$ cat config.mk
export PLATFORM = sky130hd
export DESIGN_NAME = axis_bram_writer_flat
export DESIGN_NICKNAME = d
export VERILOG_FILES = /design/src/ctrl_pkg.sv /design/src/mem_pkg.sv /design/src/mem_if.sv /design/src/axis_bram_writer.sv /design/src/flat_wrapper.sv
export VERILOG_INCLUDE_DIRS = /design/src /design/src/src
export SDC_FILE = /design/constraint.sdc
export NUM_CORES = 1
export LEC_CHECK = 0
export BUFFER_PORTS_ARGS = -buffer_cell sky130_fd_sc_hd__buf_2
export CORE_ASPECT_RATIO = 0.75
export CORE_UTILIZATION = 25
export CTS_BUF_LIST = sky130_fd_sc_hd__clkbuf_8 sky130_fd_sc_hd__clkbuf_16
export DETAILED_ROUTE_END_ITERATION = 10
export PLACE_DENSITY = 0.71
export SYNTH_ARGS = -nofsm -noshare
export SYNTH_HDL_FRONTEND = slang
export SYNTH_SLANG_ARGS = --single-unit
$ cat constraint.sdc
create_clock -name aclk -period 4.1 [get_ports aclk]
set_clock_uncertainty 0.15 [all_clocks]
set_input_delay 1.025 -clock aclk [delete_from_list [all_inputs] [get_ports aclk]]
set_output_delay 1.025 -clock aclk [all_outputs]
set_load 0.02 [all_outputs]
$ cat src/buf_defs.svh
`ifndef BUF_DEFS_SVH
`define BUF_DEFS_SVH

// Sample word width
`define BUF_DATA_W 32

// RAM address width and word count
`define BUF_ADDR_W 8
`define BUF_DEPTH  256

`endif

$ cat src/ctrl_pkg.sv
`include "buf_defs.svh"

package ctrl_pkg;

  typedef enum logic
  {
    PLAY_ONCE = 1'b0,  // Single pass per enable
    PLAY_LOOP = 1'b1   // Wrap while enabled
  } play_mode_e;

  // Capture fill state with a count one bit wider than an address
  typedef struct packed
  {
    logic [`BUF_ADDR_W:0] wr_count;
    logic                 wr_full;
  } cap_status_t;

endpackage

$ cat src/mem_pkg.sv
`include "buf_defs.svh"

package mem_pkg;

  // One RAM address
  typedef logic [`BUF_ADDR_W-1:0] mem_addr_t;

  // One RAM word
  typedef logic [`BUF_DATA_W-1:0] mem_data_t;

  // Client identity on the shared RAM port
  typedef enum logic
  {
    OWN_WRITER = 1'b0,
    OWN_READER = 1'b1
  } owner_e;

endpackage

$ cat src/mem_if.sv
`timescale 1ns/1ps

interface mem_if #(
  parameter mem_pkg::owner_e OWNER = mem_pkg::OWN_WRITER  // Identity seen by the arbiter
) ();

  logic               req;     // Held with fields stable until gnt
  logic               we;
  mem_pkg::mem_addr_t addr;
  mem_pkg::mem_data_t wdata;

  logic               gnt;     // Access happens on req and gnt
  mem_pkg::mem_data_t rdata;
  logic               rvalid;  // One cycle after a granted read

  modport client
  (
    output req, we, addr, wdata,
    input  gnt, rdata, rvalid
  );

  modport arbiter
  (
    input  req, we, addr, wdata,
    output gnt, rdata, rvalid
  );

endinterface

$ cat src/axis_bram_writer.sv
`timescale 1ns/1ps
`include "buf_defs.svh"

module axis_bram_writer (
  input  logic                  aclk,
  input  logic                  aresetn,
  input  mem_pkg::mem_data_t    s_axis_tdata,
  input  logic                  s_axis_tvalid,
  output logic                  s_axis_tready,
  input  logic                  wr_clear,
  output ctrl_pkg::cap_status_t status,
  mem_if.client                 mem
);

  logic [`BUF_ADDR_W:0] count;  // Samples held and next address
  logic                 full;

  assign full = count == (`BUF_ADDR_W+1)'(`BUF_DEPTH);

  // Write request follows the stream directly
  assign mem.req   = s_axis_tvalid && !full;
  assign mem.we    = 1'b1;
  assign mem.addr  = count[`BUF_ADDR_W-1:0];
  assign mem.wdata = s_axis_tdata;

  assign s_axis_tready = mem.gnt;  // Only ever high with req

  always_ff @(posedge aclk)
  begin
    if (!aresetn)
    begin
      count <= '0;
    end
    else if (wr_clear)
    begin
      count <= '0;
    end
    else if (mem.req && mem.gnt)
    begin
      count <= count + 1'b1;
    end
  end

  assign status.wr_count = count;
  assign status.wr_full  = full;

endmodule

$ cat src/flat_wrapper.sv
// flat-port wrapper written by rule: the top's interface ports become plain ports
module axis_bram_writer_flat 
  (aclk, aresetn, s_axis_tdata, s_axis_tvalid, s_axis_tready, wr_clear, status, mem_req, mem_we, mem_addr, mem_wdata, mem_gnt, mem_rdata, mem_rvalid);
  mem_if mem_i ();
  input  logic aclk;
  input  logic aresetn;
  input  mem_pkg::mem_data_t s_axis_tdata;
  input  logic s_axis_tvalid;
  output logic s_axis_tready;
  input  logic wr_clear;
  output ctrl_pkg::cap_status_t status;
  output wire logic [$bits(mem_i.req)-1:0] mem_req;
  output wire logic [$bits(mem_i.we)-1:0] mem_we;
  output wire logic [$bits(mem_i.addr)-1:0] mem_addr;
  output wire logic [$bits(mem_i.wdata)-1:0] mem_wdata;
  input wire logic [$bits(mem_i.gnt)-1:0] mem_gnt;
  input wire logic [$bits(mem_i.rdata)-1:0] mem_rdata;
  input wire logic [$bits(mem_i.rvalid)-1:0] mem_rvalid;
  assign mem_req = mem_i.req;
  assign mem_we = mem_i.we;
  assign mem_addr = mem_i.addr;
  assign mem_wdata = mem_i.wdata;
  assign mem_i.gnt = mem_gnt;
  assign mem_i.rdata = mem_rdata;
  assign mem_i.rvalid = mem_rvalid;
  axis_bram_writer u_core (.aclk(aclk), .aresetn(aresetn), .s_axis_tdata(s_axis_tdata), .s_axis_tvalid(s_axis_tvalid), .s_axis_tready(s_axis_tready), .wr_clear(wr_clear), .status(status), .mem(mem_i));
endmodule
# == Word-level counts from Yosys, hierarchy flattened ==
# Index checks and enable logic that the tools add are counted.
# totals
rom_bits,0
in_bits,70
memories,0
wordCells,8
latch_bits,0
regBits,9
mem_bits_rw,0
# classes
div_mod_pow,0
shift,0
reduce_logical,4
muxes,0
n_bitwise,1
mul,0
n_addsub,1
eq_ne,1
order_cmp,0
# op_table
operator,count
$add A9 B1 Y9 const B,1
$eq A9 B9 Y1 const B,1
$logic_and A1 B1 Y1,2
$reduce_or A2 Y1,1
$logic_not A1 Y1,1
$not A1 Y1,1

# == Longest topological paths before layout ==
# depth
word_depth,4
depth_mapped,5

# == Worst setup path before layout ==
# No wires, ideal clock.
# synth_path
kind,flip-flop to output port
startpoint,register u_core.count[0]
endpoint,output status[0] (netlist name)
path_stages_with_launch,6
slack_ns,1.598
required_time_ns,2.925
path_buffers,1
arrival_time_ns,1.327
path_cell_list,dfxtp_1 > inv_1 > ha_1 > nor4bb_1 > and2_1 > buf_4
# synth_via
elab_chain_len,1
# synth_rtl
element,line_no,rtl
"start, declared",axis_bram_writer.sv:15,logic [`BUF_ADDR_W:0] count;
"start signal, assigned",axis_bram_writer.sv:40,count <= count + 1'b1;
$eq A9 B9 Y1,axis_bram_writer.sv:18,assign full = count == (`BUF_ADDR_W+1)'(`BUF_DEPTH);
"end, declared",flat_wrapper.sv:11,output ctrl_pkg::cap_status_t status;
# Every way passes these cells.

# == Worst setup path in the final report ==
# layout_path
startpoint,register u_core.count[0]
endpoint,output mem_req
# layout_via
elab_chain_len,3
# layout_rtl
element,line_no,rtl
$eq A9 B9 Y1,axis_bram_writer.sv:18,
$logic_not A1 Y1,axis_bram_writer.sv:21,assign mem.req = s_axis_tvalid && !full;
$logic_and A1 B1 Y1,axis_bram_writer.sv:21,
"end, declared",flat_wrapper.sv:12,output wire logic [$bits(mem_i.req)-1:0] mem_req;
# Every way passes these cells.

==> impl_results.md <==
- Number of global-route vias before repair: between 400 and 500
- Arrival time of data at the critical path endpoint: roughly 1700 ps
- Port Buffers: 24
- Post-DP Area: approximately 650 um2
- Clock latency on the worst-skew pair: ~230 ps
- Detailed Routing Iterations Pass 1: 4
- Number of diodes: 0
- Highest clock rate: about 0.34 GHz
- Register ranked first by flip-flop count: u_core.count
- Worst IR Drop VDD: 0.0766 mV
- Die outline area: 3450 um2
- Minimum setup slack among reg-to-reg paths: about 2400 ps
- Count of different cell masters after synthesis: 23
- Final worst-path cycle share: 71.0%
- Time the final worst path needs with I/O delays and setup: between 2000 and 3000 ps
- Syn nets: around 170
- Flip-flop count of the largest register after layout: 9
- Floorplan die height: 51.1 um
- Portion of the post-synthesis area used by sequential elements: between 20% and 30%
- Setup crit end kind: primary output
- Number of instances in the synthesized netlist: 100
- Worst rel slew slack: 66.9%
- Combinational Power Share: around 7%
- DRC violations left: 0
- Number of failing hold endpoints at the final stage: 0
- Total setup violations reported at the end of the flow: 0
- Final Routed Wirelength: 1330 um
- Class of the most critical setup path: reg2out
- 1st-iter DRT viols: 18
- Leakage dissipation: a little under 0.3 nW
- Remaining Overflow, GRT: 0
- Number of maximum-capacitance constraint violations: 0
- Antenna violations before repair: 0
- Maximum net fanout on the critical path: 6
- Clock network power share: between 40% and 50%
- Result of the run: finished clean
- Clock Tree Buf Depth: 2
- Actual transition at the worst max-transition pin: just under 500 ps
- I/O pin total: roughly 120
- Largest net degree at the start of global routing: 9
- Hold-fix buffers, CTS: 0
- Max-slew violation count: 0
- Ys async rst share: 0%
- Final Power: about 200 uW
- Summed instance area of the synthesized netlist: 803 um2
- Starting utilization of the core area: between 20% and 30%
- TritonCTS clock tree: yes
- Share of post-route cells with drive strength above 1: 37.6%
- EDFF count, synth: 0
- Setup repair after global routing missed its margin: no
- Setup TNS: 0 ps
- Final net count: about 160
- Number of setup buffers added after CTS: 0
- Registers with the most flip-flops: u_core.count: 9 flops
- Wire length of the first global-routing pass: about 2100 um
- Count of state elements after synthesis: 9
- Placed wire-length estimate after detailed placement: between 900 and 1000 um
- Area growth from synthesis to layout: -13.7%
- Area inside the core boundary: ~3000 um2
- Sw Ratio: between 20% and 30%
- Vias per Instance: 4.30
- Area of all placed cells without fillers: between 600 and 700 um2
- WL/cell: ~11 um
- Total Routing Usage GR: 8.53%
- Sequential Power Share: ~44%
- Clock input transition at the sequential cells of the worst setup and hold paths: roughly 40 ps
- Power dissipated by switching net loads: approximately 44 uW
- Internal power summed over all cells: ~160 uW
- Via Count: 529
- Number of CTS-inserted buffers: 3
- Avg Inst Size Synth: ~8 um2
- Final standard cell utilization of the core: between 20% and 30%
- WP data required: between 2000 and 3000 ps
- Synth Warn #: 0
- Htree depth: 1
- Post-CTS Resized: 0
- Number of nets with antenna violations after routing: 0
- CTS Root Cell: sky130_fd_sc_hd__clkbuf_8
- Kind of start point of the critical path: flip-flop
- Type of the tightest min-delay check: reg2reg
- GP Congestion: 0.763
- FP Rows: 17
- Fillcell total: between 300 and 400
- PwrDens: 293 nW/um2
- Die X: just under 70 um
- Ys flop type: sky130_fd_sc_hd__dfxtp_1
- Clk sink count: 9
-- power by group through the flow --
| stage | sequential (mW) | combinational (mW) | clock [mW] |
|---|---|---|---|
| floorplan | 0.0909 | 0.0554 | 0 |
| CTS | 0.0890 | 0.0141 | 0.103 |
| finish | 0.0890 | 0.0141 | 0.0998 |
| global route | 0.0889 | 0.0155 | 0.109 |
| global placement | 0.0905 | 0.0141 | 0 |
| detailed placement | 0.0906 | 0.0141 | 0 |
-- metrics by stage --
step                cells  setup slack [ps]  hold WS [ps]
finish                123              1190           343
CTS                   123              1210           346
global placement      119              1480           335
detailed placement    119              1480           339
global route          123              1060           376
floorplan             100              1600           406
-- worst max-delay path, cell delays in order (launching register included) --
cell and delay, ps:
sky130_fd_sc_hd__dfxtp_1 360, sky130_fd_sc_hd__inv_1 100, sky130_fd_sc_hd__ha_1 140, sky130_fd_sc_hd__nor4bb_1 460
sky130_fd_sc_hd__and2_1 240, sky130_fd_sc_hd__nor2b_2 40, sky130_fd_sc_hd__buf_2 150
-- per-layer routing --
layer	up-vias	global-route usage (%)	part of all wire (%)
li1	268	-	-
met1	235	9.24	44
met2	26	12.5	45
met3	0	4.69	10
met4	0	6.03	0
met5	-	0	0
-- cell usage in the layout, fill, tap and decap left out, drive strengths merged, types with 2 or more instances in the layout --
| master | instances |
|---|---|
| mux2i | 2 |
| nor2b | 2 |
| ha | 2 |
| buf | 24 |
| nand4 | 2 |
| o21ai | 4 |
| or4 | 2 |
| a21oi | 8 |
| inv | 4 |
| or3 | 4 |
| nand3 | 4 |
| dfxtp | 9 |
| nand2 | 7 |
| o31ai | 2 |
| clkbuf | 3 |
-- cell usage after synthesis (2+ instances only) --
library cell	instances	area (um2)
sky130_fd_sc_hd__or3_1	2	12.5
sky130_fd_sc_hd__o21ai_0	4	20.0
sky130_fd_sc_hd__inv_1	3	11.3
sky130_fd_sc_hd__mux2i_1	2	20.0
sky130_fd_sc_hd__a21oi_1	8	40.0
sky130_fd_sc_hd__nand2_1	7	26.3
sky130_fd_sc_hd__buf_4	43	323
sky130_fd_sc_hd__or4_1	2	15.0
sky130_fd_sc_hd__dfxtp_1	9	180
sky130_fd_sc_hd__o31ai_1	2	15.0
sky130_fd_sc_hd__ha_1	2	25.0
sky130_fd_sc_hd__nand3_1	4	20.0
sky130_fd_sc_hd__or3_2	2	15.0
-- final timing paths --
check                       start  cells past startpoint              end
hold / removal    u_core.count[8]                      2  u_core.count[8]
setup reg to reg  u_core.count[0]                      5  u_core.count[1]
setup / recovery  u_core.count[0]                      6          mem_req
hold reg to reg   u_core.count[8]                      2  u_core.count[8]
-- kinds of logic (layout without fill, tap and decap cells) --
| group | Yosys count | count (layout) | synth area share [%] |
|---|---|---|---|
| compound gates | 15 | 15 | 10.4 |
| mux | 2 | 2 | 2.49 |
| flops | 9 | 9 | 22.4 |
| fa+ha+maj | 2 | 2 | 3.11 |
| other cells | 1 | 1 | 0.467 |
| simple gates | 25 | 25 | 19.5 |
| buf+inv | 46 | 31 | 41.6 |
-- cell type report --
class	instances	area (um2)	share of cell area [%]
multi-input combinational	45	289	41.7
sequential	9	180	26.0
inverter	3	11.3	1.62
clock buffer	3	41.3	5.96
tap	38	47.5	6.86
clock inverter	1	3.75	0.542
timing repair buffer	24	120	17.3
Note: power is estimated with default switching activity, not from simulation.
