<file path="src/buf_defs.svh">
`ifndef BUF_DEFS_SVH
`define BUF_DEFS_SVH

// Sample word width
`define BUF_DATA_W 32

// RAM address width and word count
`define BUF_ADDR_W 8
`define BUF_DEPTH  256

`endif

</file>
<file path="src/ctrl_pkg.sv">
`include "buf_defs.svh"

package ctrl_pkg;

  typedef enum logic
  {
    PLAY_ONCE = 1'b0,  // Single pass per enable
    PLAY_LOOP = 1'b1   // Wrap while enabled
  } play_mode_e;

  // Capture fill state with a count one bit wider than an address
  typedef struct packed
  {
    logic [`BUF_ADDR_W:0] wr_count;
    logic                 wr_full;
  } cap_status_t;

endpackage

</file>
<file path="src/mem_pkg.sv">
`include "buf_defs.svh"

package mem_pkg;

  // One RAM address
  typedef logic [`BUF_ADDR_W-1:0] mem_addr_t;

  // One RAM word
  typedef logic [`BUF_DATA_W-1:0] mem_data_t;

  // Client identity on the shared RAM port
  typedef enum logic
  {
    OWN_WRITER = 1'b0,
    OWN_READER = 1'b1
  } owner_e;

endpackage

</file>
<file path="src/mem_if.sv">
`timescale 1ns/1ps

interface mem_if #(
  parameter mem_pkg::owner_e OWNER = mem_pkg::OWN_WRITER  // Identity seen by the arbiter
) ();

  logic               req;     // Held with fields stable until gnt
  logic               we;
  mem_pkg::mem_addr_t addr;
  mem_pkg::mem_data_t wdata;

  logic               gnt;     // Access happens on req and gnt
  mem_pkg::mem_data_t rdata;
  logic               rvalid;  // One cycle after a granted read

  modport client
  (
    output req, we, addr, wdata,
    input  gnt, rdata, rvalid
  );

  modport arbiter
  (
    input  req, we, addr, wdata,
    output gnt, rdata, rvalid
  );

endinterface

</file>
<file path="src/axis_bram_reader.sv">
`timescale 1ns/1ps

module axis_bram_reader (
  input  logic                 aclk,
  input  logic                 aresetn,
  input  logic                 play_enable,
  input  ctrl_pkg::play_mode_e play_mode,
  input  mem_pkg::mem_addr_t   play_last,
  output mem_pkg::mem_data_t   m_axis_tdata,
  output logic                 m_axis_tvalid,
  output logic                 m_axis_tlast,
  input  logic                 m_axis_tready,
  mem_if.client                mem
);

  mem_pkg::mem_addr_t addr_q;         // Next address to issue
  logic               active;         // Pass being issued
  logic               armed;          // Enable seen low since last start
  logic               inflight;       // Read granted last cycle
  logic               inflight_last;
  logic               issue;
  logic               issue_last;
  logic [1:0]         used;           // Buffer entries taken or promised

  mem_pkg::mem_data_t fifo_data [2];
  logic               fifo_last [2];
  logic               wr_ptr;
  logic               rd_ptr;
  logic [1:0]         fifo_count;
  logic               push;
  logic               pop;

  always_comb
  begin
    used       = fifo_count + {1'b0, inflight};
    issue      = mem.req && mem.gnt;
    issue_last = addr_q == play_last;
    push       = mem.rvalid;
    pop        = m_axis_tvalid && m_axis_tready;
  end

  // Read-only client
  assign mem.req   = active && (used < 2'd2);
  assign mem.we    = 1'b0;
  assign mem.addr  = addr_q;
  assign mem.wdata = '0;

  always_ff @(posedge aclk)
  begin
    if (!aresetn)
    begin
      addr_q        <= '0;
      active        <= 1'b0;
      armed         <= 1'b0;
      inflight      <= 1'b0;
      inflight_last <= 1'b0;
    end
    else
    begin
      inflight <= issue;
      if (issue)
        inflight_last <= issue_last;
      if (!play_enable)
        armed <= 1'b1;
      if (!active && play_enable && armed)
      begin
        active <= 1'b1;
        armed  <= 1'b0;
      end
      else if (issue)
      begin
        if (issue_last)
        begin
          addr_q <= '0;
          active <= (play_mode == ctrl_pkg::PLAY_LOOP) && play_enable;  // Wrap or stop
        end
        else
        begin
          addr_q <= addr_q + 1'b1;
        end
      end
    end
  end

  // Two-entry output buffer
  always_ff @(posedge aclk)
  begin
    if (!aresetn)
    begin
      wr_ptr     <= 1'b0;
      rd_ptr     <= 1'b0;
      fifo_count <= 2'd0;
    end
    else
    begin
      if (push)
        wr_ptr <= !wr_ptr;
      if (pop)
        rd_ptr <= !rd_ptr;
      case ({push, pop})
        2'b10:   fifo_count <= fifo_count + 2'd1;
        2'b01:   fifo_count <= fifo_count - 2'd1;
        default: fifo_count <= fifo_count;
      endcase
    end
  end

  always_ff @(posedge aclk)
  begin
    if (push)
    begin
      fifo_data[wr_ptr] <= mem.rdata;
      fifo_last[wr_ptr] <= inflight_last;
    end
  end

  assign m_axis_tvalid = fifo_count != 2'd0;
  assign m_axis_tdata  = fifo_data[rd_ptr];
  assign m_axis_tlast  = fifo_last[rd_ptr];

endmodule

</file>
<file path="src/flat_wrapper.sv">
// flat-port wrapper written by rule: the top's interface ports become plain ports
module axis_bram_reader_flat 
  (aclk, aresetn, play_enable, play_mode, play_last, m_axis_tdata, m_axis_tvalid, m_axis_tlast, m_axis_tready, mem_req, mem_we, mem_addr, mem_wdata, mem_gnt, mem_rdata, mem_rvalid);
  mem_if mem_i ();
  input  logic aclk;
  input  logic aresetn;
  input  logic play_enable;
  input  ctrl_pkg::play_mode_e play_mode;
  input  mem_pkg::mem_addr_t play_last;
  output mem_pkg::mem_data_t m_axis_tdata;
  output logic m_axis_tvalid;
  output logic m_axis_tlast;
  input  logic m_axis_tready;
  output wire logic [$bits(mem_i.req)-1:0] mem_req;
  output wire logic [$bits(mem_i.we)-1:0] mem_we;
  output wire logic [$bits(mem_i.addr)-1:0] mem_addr;
  output wire logic [$bits(mem_i.wdata)-1:0] mem_wdata;
  input wire logic [$bits(mem_i.gnt)-1:0] mem_gnt;
  input wire logic [$bits(mem_i.rdata)-1:0] mem_rdata;
  input wire logic [$bits(mem_i.rvalid)-1:0] mem_rvalid;
  assign mem_req = mem_i.req;
  assign mem_we = mem_i.we;
  assign mem_addr = mem_i.addr;
  assign mem_wdata = mem_i.wdata;
  assign mem_i.gnt = mem_gnt;
  assign mem_i.rdata = mem_rdata;
  assign mem_i.rvalid = mem_rvalid;
  axis_bram_reader u_core (.aclk(aclk), .aresetn(aresetn), .play_enable(play_enable), .play_mode(play_mode), .play_last(play_last), .m_axis_tdata(m_axis_tdata), .m_axis_tvalid(m_axis_tvalid), .m_axis_tlast(m_axis_tlast), .m_axis_tready(m_axis_tready), .mem(mem_i));
endmodule
</file>
<file path="config.mk">
export PLATFORM = sky130hd
export DESIGN_NAME = axis_bram_reader_flat
export DESIGN_NICKNAME = d
export VERILOG_FILES = /design/src/ctrl_pkg.sv /design/src/mem_pkg.sv /design/src/mem_if.sv /design/src/axis_bram_reader.sv /design/src/flat_wrapper.sv
export VERILOG_INCLUDE_DIRS = /design/src /design/src/src
export SDC_FILE = /design/constraint.sdc
export NUM_CORES = 1
export LEC_CHECK = 0
export BUFFER_PORTS_ARGS = -buffer_cell sky130_fd_sc_hd__buf_2
export CORE_AREA = 10 10 111 113
export DETAILED_ROUTE_END_ITERATION = 16
export DIE_AREA = 0 0 121 123
export MAX_ROUTING_LAYER = met4
export SYNTH_ARGS = -nofsm -noshare
export SYNTH_HDL_FRONTEND = slang
export SYNTH_SLANG_ARGS = --single-unit
</file>
<file path="constraint.sdc">
create_clock -name aclk -period 2.98 [get_ports aclk]
set_input_delay 0.298 -clock aclk [delete_from_list [all_inputs] [get_ports aclk]]
set_output_delay 0.298 -clock aclk [all_outputs]
set_load 0.01 [all_outputs]
</file>
Word level (Yosys, flattened, before mapping)
Memories as Yosys holds them, arrays and structs flattened. A register that Yosys moved wholly into a read port is not among the register bits.
Cells that the tools add are included.
{"block": "totals", "regBits": 16, "mem_bits_rw": 66, "in_bits": 47, "mem_count": 2}
{"block": "op_classes", "n_addsub": 4, "order_cmp": 1, "n_eq_ne": 3, "muxes": 11, "bitwise": 2, "reduce_logical": 16}
{"memory": "u_core.fifo_data", "words": 2, "width": 32, "rd": 1, "rd_ports_with_merged_regs": 1, "write_ports": 1, "line_no": "axis_bram_reader.sv:25", "text": "mem_pkg::mem_data_t fifo_data [2];"}
{"memory": "u_core.fifo_last", "words": 2, "width": 1, "rd": 1, "rd_ports_with_merged_regs": 1, "write_ports": 1, "line_no": "axis_bram_reader.sv:26", "text": "logic fifo_last [2];"}
{"cell": "1-bit two-way mux", "n": 9}
{"cell": "8-bit by 1-bit adder with 8-bit output (second input constant)", "n": 1}
{"cell": "8-bit == test", "n": 1}
{"cell": "8-bit two-way mux", "n": 1}
{"cell": "2-bit nonzero test", "n": 4}
{"cell": "1-bit logical AND", "n": 6}
{"cell": "2-bit case mux with 2 select lines", "n": 1}
{"cell": "2-bit AND reduction", "n": 2}
{"cell": "1-bit zero test", "n": 3}
{"cell": "2-bit by 1-bit adder with 2-bit output", "n": 1}
{"cell": "2-bit by 1-bit adder with 2-bit output (second input constant)", "n": 1}
{"cell": "2-bit by 1-bit == test with 1-bit output (second input constant)", "n": 1}
{"cell": "2-bit == test (second input constant)", "n": 1}
{"cell": "2-bit < comparator (second input constant)", "n": 1}
{"cell": "1-bit inverter", "n": 2}
{"cell": "2-bit OR reduction", "n": 1}
{"cell": "2-bit by 1-bit subtractor with 2-bit output (second input constant)", "n": 1}

Depth between registers and ports, before layout
{"block": "depth", "ltp_word": 6, "mapped_depth": 6, "mapped_depth_nobuf": 6}

Worst setup path before layout
No wires, ideal clock.
{"block": "synth_timing", "path_type": "input to register", "from": "input port mem_rvalid", "to": "memory u_core.fifo_data[0][0] (netlist name) (enable)", "setup_ps": 424, "arrival_ps": 1745, "t_required_ps": 2556, "slack_ps": 812, "path_stages": 2, "path_buffers": 0, "cell_sequence": "inv_1 > nor2_1"}
{"block": "synth_via", "elab_chain_len": 2}
{"element": "from (decl)", "line_no": "flat_wrapper.sv:20", "text": "input wire logic [$bits(mem_i.rvalid)-1:0] mem_rvalid;"}
{"element": "1-bit two-way mux", "line_no": "axis_bram_reader.sv:110", "text": "if (push)"}
{"element": "1-bit two-way mux (implied by the code)", "line_no": "axis_bram_reader.sv:112", "text": "fifo_data[wr_ptr] <= mem.rdata;"}
{"element": "to (decl)", "line_no": "axis_bram_reader.sv:25"}
Every way passes these cells.

==> summary.txt <==
Power
  – Lkg Pwr: roughly 1.6 nW
  – Switching share of power: between 20% and 30%
  – Reg power frac: 51.8%
  – Power share of the clock group: 28.7%
  – Worst VDD drop: ~0.20 mV
  – Psw: 0.768 mW
  – P per Cell Area: approximately 670 mW/mm^2
  – Cell-internal power: 2.01 mW
  – Gate power share: 19.6%

Synth
  – Unique masters post-synth: 34
  – Cell Area, Synth: 0.00348 sq mm
  – Top cells by area, synth: edfxtp_1 (57%), dfxtp_1 (9.8%), mux2_2 (9.7%)
  – Largest family of logic cells by synthesized area: multiplexers
  – Cells after synthesis: around 230
  – Post-synthesis simple-gate area fraction: 5.11%
  – Seq/Total Area, Yosys: about two thirds
  – Compound-Gate Fraction of Synth Area: under 10%
  – Synth Area in Adders: 0.720%
  – Synthesized area per cell: roughly 15 sq um
  – Post-synthesis xor/xnor area fraction: 4.03%
  – Top cell type's share of synthesized area: between 50 and 60%
  – Synth Register Bits: slightly above 80
  – Mux cell area share after synthesis: a little over a tenth
  – Largest area contributor in the netlist: edfxtp_1
  – Synthesis Warnings: 0

Floorplan
  – Top-Level Pins: 123
  – Starting Density: 34.3%
  – Chip width: approximately 120 um
  – Die Ht: between 100 and 150 um
  – Row cnt: 37
  – Die area: ~0.015 sq mm
  – Area of the core: 0.0101 sq mm

Layout
  – Commonest non-fill, non-tap cell in the layout: buf_2
  – Layout Area Growth over Synthesis: 19.6%
  – Layout cells sized above 1: around 43%
  – Finished layout cell area: between 0.004 and 0.005 sq mm
  – Register area: 0.00232 sq mm
  – Nets: around 370
  – Most frequent cells in the layout: buf_2 (89), edfxtp_1 (66), conb_1 (33)
  – Post-layout util: 41.0%
  – Multi-input combinational cell area: around 1000 sq um
  – Fillcell total: between 900 and 1,000

Flow run
  – Max Cap Violations: 0

Placed design
  – Gpl congestion: roughly 0.74
  – Pre-CTS setup slack: about 1.2 ns
  – Placed cell area: a little under 0.004 sq mm
  – Port bufs: around 90
  – DP Wirelength: just over 5 mm

Global route
  – First-pass GRT wire length: between 10 and 15 mm
  – Vias in the first global route: approximately 2,200
  – Total global routing track utilization: a little under a tenth
  – Gr ovfl total: 0
  – Largest net degree at the start of global routing: 34
  – Antenna violations before repair: 1

Route
  – Wire per inst: between 15 and 20 um
  – DRT iter0 DRCs: 84
  – Final wirelength: roughly 7 mm
  – Vias per cell: approximately 4.3
  – Initial DRT Pass Iterations: 4
  – Via count: between 1,500 and 2,000
  – DRC viols: 0
  – Final ANT Viol Nets: 0

Timing
  – Slew @ Worst Pin: between 0.8 and 0.9 ns
  – Max Slew Vio Count: 0
  – Final hold vios: 0
  – Setup-failing EPs final: 0
  – Setup ws final: 0.872 ns
  – Final worst path period share: a little over two thirds
  – F_max: between 0.4 and 0.5 GHz
  – RSZ-0062 raised after global routing: false
  – Tmin final: approximately 2.1 ns
  – Final TNS setup: 0 ns
  – Max_slew headroom: between 40% and 50%
  – Fin Clk Skew: approximately 0.0094 ns

CTS
  – # clock sinks: 83
  – CTS buffer count: 9
  – Worst skew pair latency: about 0.35 ns
  – Clock buffer depth: 2
  – Worst-path clk slew: ~0.090 ns
  – Hold_buf cts: 0
  – Post-cts sizing count: 0
  – H-tree depth: 3
  – Postcts setup bufs: 0
  – CTS tree: yes
  – Root Driver: clkbuf_8

Critical path
  – Critical path arrival: 1.81 ns
  – Worst Path Required: roughly 2.7 ns
  – Max Fanout on Critical Path: 33
  – Setup CP Type: flop to output pin
  – Startpoint class of the critical path: flop
  – CP endpoint kind: output pin

Worst hold path
  – Hold WC Path Type: input port to flop

Outcome
  – Status: finished, final reports clean
critical path: stages, from the launching register on:
cell	delay (ns)
dfxtp_2	0.87
mux2_2	0.43
buf_2	0.15
kinds of logic (layout without fill, tap and decap cells):
| group | Yosys count | after routing |
|---|---|---|
| AOI/OAI and AO/OA | 19 | 19 |
| xor gates and xnor gates | 16 | 16 |
| muxes | 34 | 34 |
| and+or+nand+nor | 33 | 33 |
| buffers and inverters | 41 | 110 |
| adders and majority gates | 2 | 2 |
| DFF | 83 | 83 |
| other | 1 | 34 |
cell usage after synthesis:
master	n
edfxtp_1	66
buf_4	33
mux2_2	30
dfxtp_1	17
xnor2_1	12
nor2_1	11
a21oi_1	6
nand2_1	6
and2_1	4
clkbuf_1	4
o31ai_1	4
or4_1	4
xor2_1	4
mux2_1	3
ha_1	2
inv_1	2
nand4_1	2
o2111ai_1	2
or3_1	2
a21oi_2	1
a31oi_1	1
and3_4	1
and4_1	1
buf_6	1
conb_1	1
inv_2	1
mux2i_1	1
nand3b_1	1
o211ai_1	1
o21a_1	1
o21ai_0	1
o21ai_4	1
o31ai_2	1
or2_1	1
flip-flops by register name (all words and copies together) (netlist names), named ones only:
name	cells
u_core.fifo_count	2
u_core.rd_ptr	1
u_core.inflight_last	1
u_core.fifo_last	2
u_core.inflight	1
u_core.active	1
u_core.armed	1
u_core.fifo_data	64
u_core.wr_ptr	1
u_core.mem.addr	8
power groups by stage:
stage	Combinational, mW	Sequential (mW)	Clock, mW
after floorplan	0.435	1.39	0
after global placement	0.548	1.46	0
after detailed placement	0.550	1.47	0
after CTS	0.555	1.44	0.814
after global routing	0.599	1.45	0.873
final	0.543	1.44	0.796
layer usage:
| layer | track usage (%) | vias to the layer above | share of wire, % |
|---|---|---|---|
| met5 | - | - | 0 |
| met4 | 3.85 | 0 | 0.95 |
| met3 | 4.10 | 8 | 8.5 |
| met2 | 13.7 | 87 | 44 |
| met1 | 11.5 | 923 | 47 |
| li1 | - | 968 | - |
worst paths after layout:
kind                                          start                                 to  slack (ns)  cells after the start
setup reg to reg  u_core.fifo_count[0]$_SDFFE_PN0P_  u_core.fifo_count[1]$_SDFFE_PN0P_        1.27                      5
setup / recovery                               flop                    m_axis_tdata[7]        0.87                      2
hold / removal                        mem_rdata[24]  u_core.fifo_data[0][24]$_DFFE_PP_        0.13                      1
hold reg to reg   u_core.inflight_last$_SDFFE_PN0P_      u_core.fifo_last[0]$_DFFE_PP_        0.47                      0
layout make-up:
class,instances,share of cell area (%)
flip-flops and latches,83,55.9
multi-input cells,137,24.0
repair buffers,91,11.1
well taps,136,4.09
clock buffers,10,3.07
clock inverters,6,1.53
inverters,3,0.271
diodes,1,0.0602
metrics by stage:
stage | hold slack, ns | cells | total power [mW]
2_1_floorplan | 0.390 | 261 | 1.83
3_3_place_gp | 0.447 | 450 | 2.01
3_5_place_dp | 0.450 | 450 | 2.02
4_1_cts | 0.115 | 466 | 2.81
5_1_grt | 0.105 | 467 | 2.93
6_report | 0.133 | 467 | 2.77
Note: power is estimated with default switching activity, not from simulation.
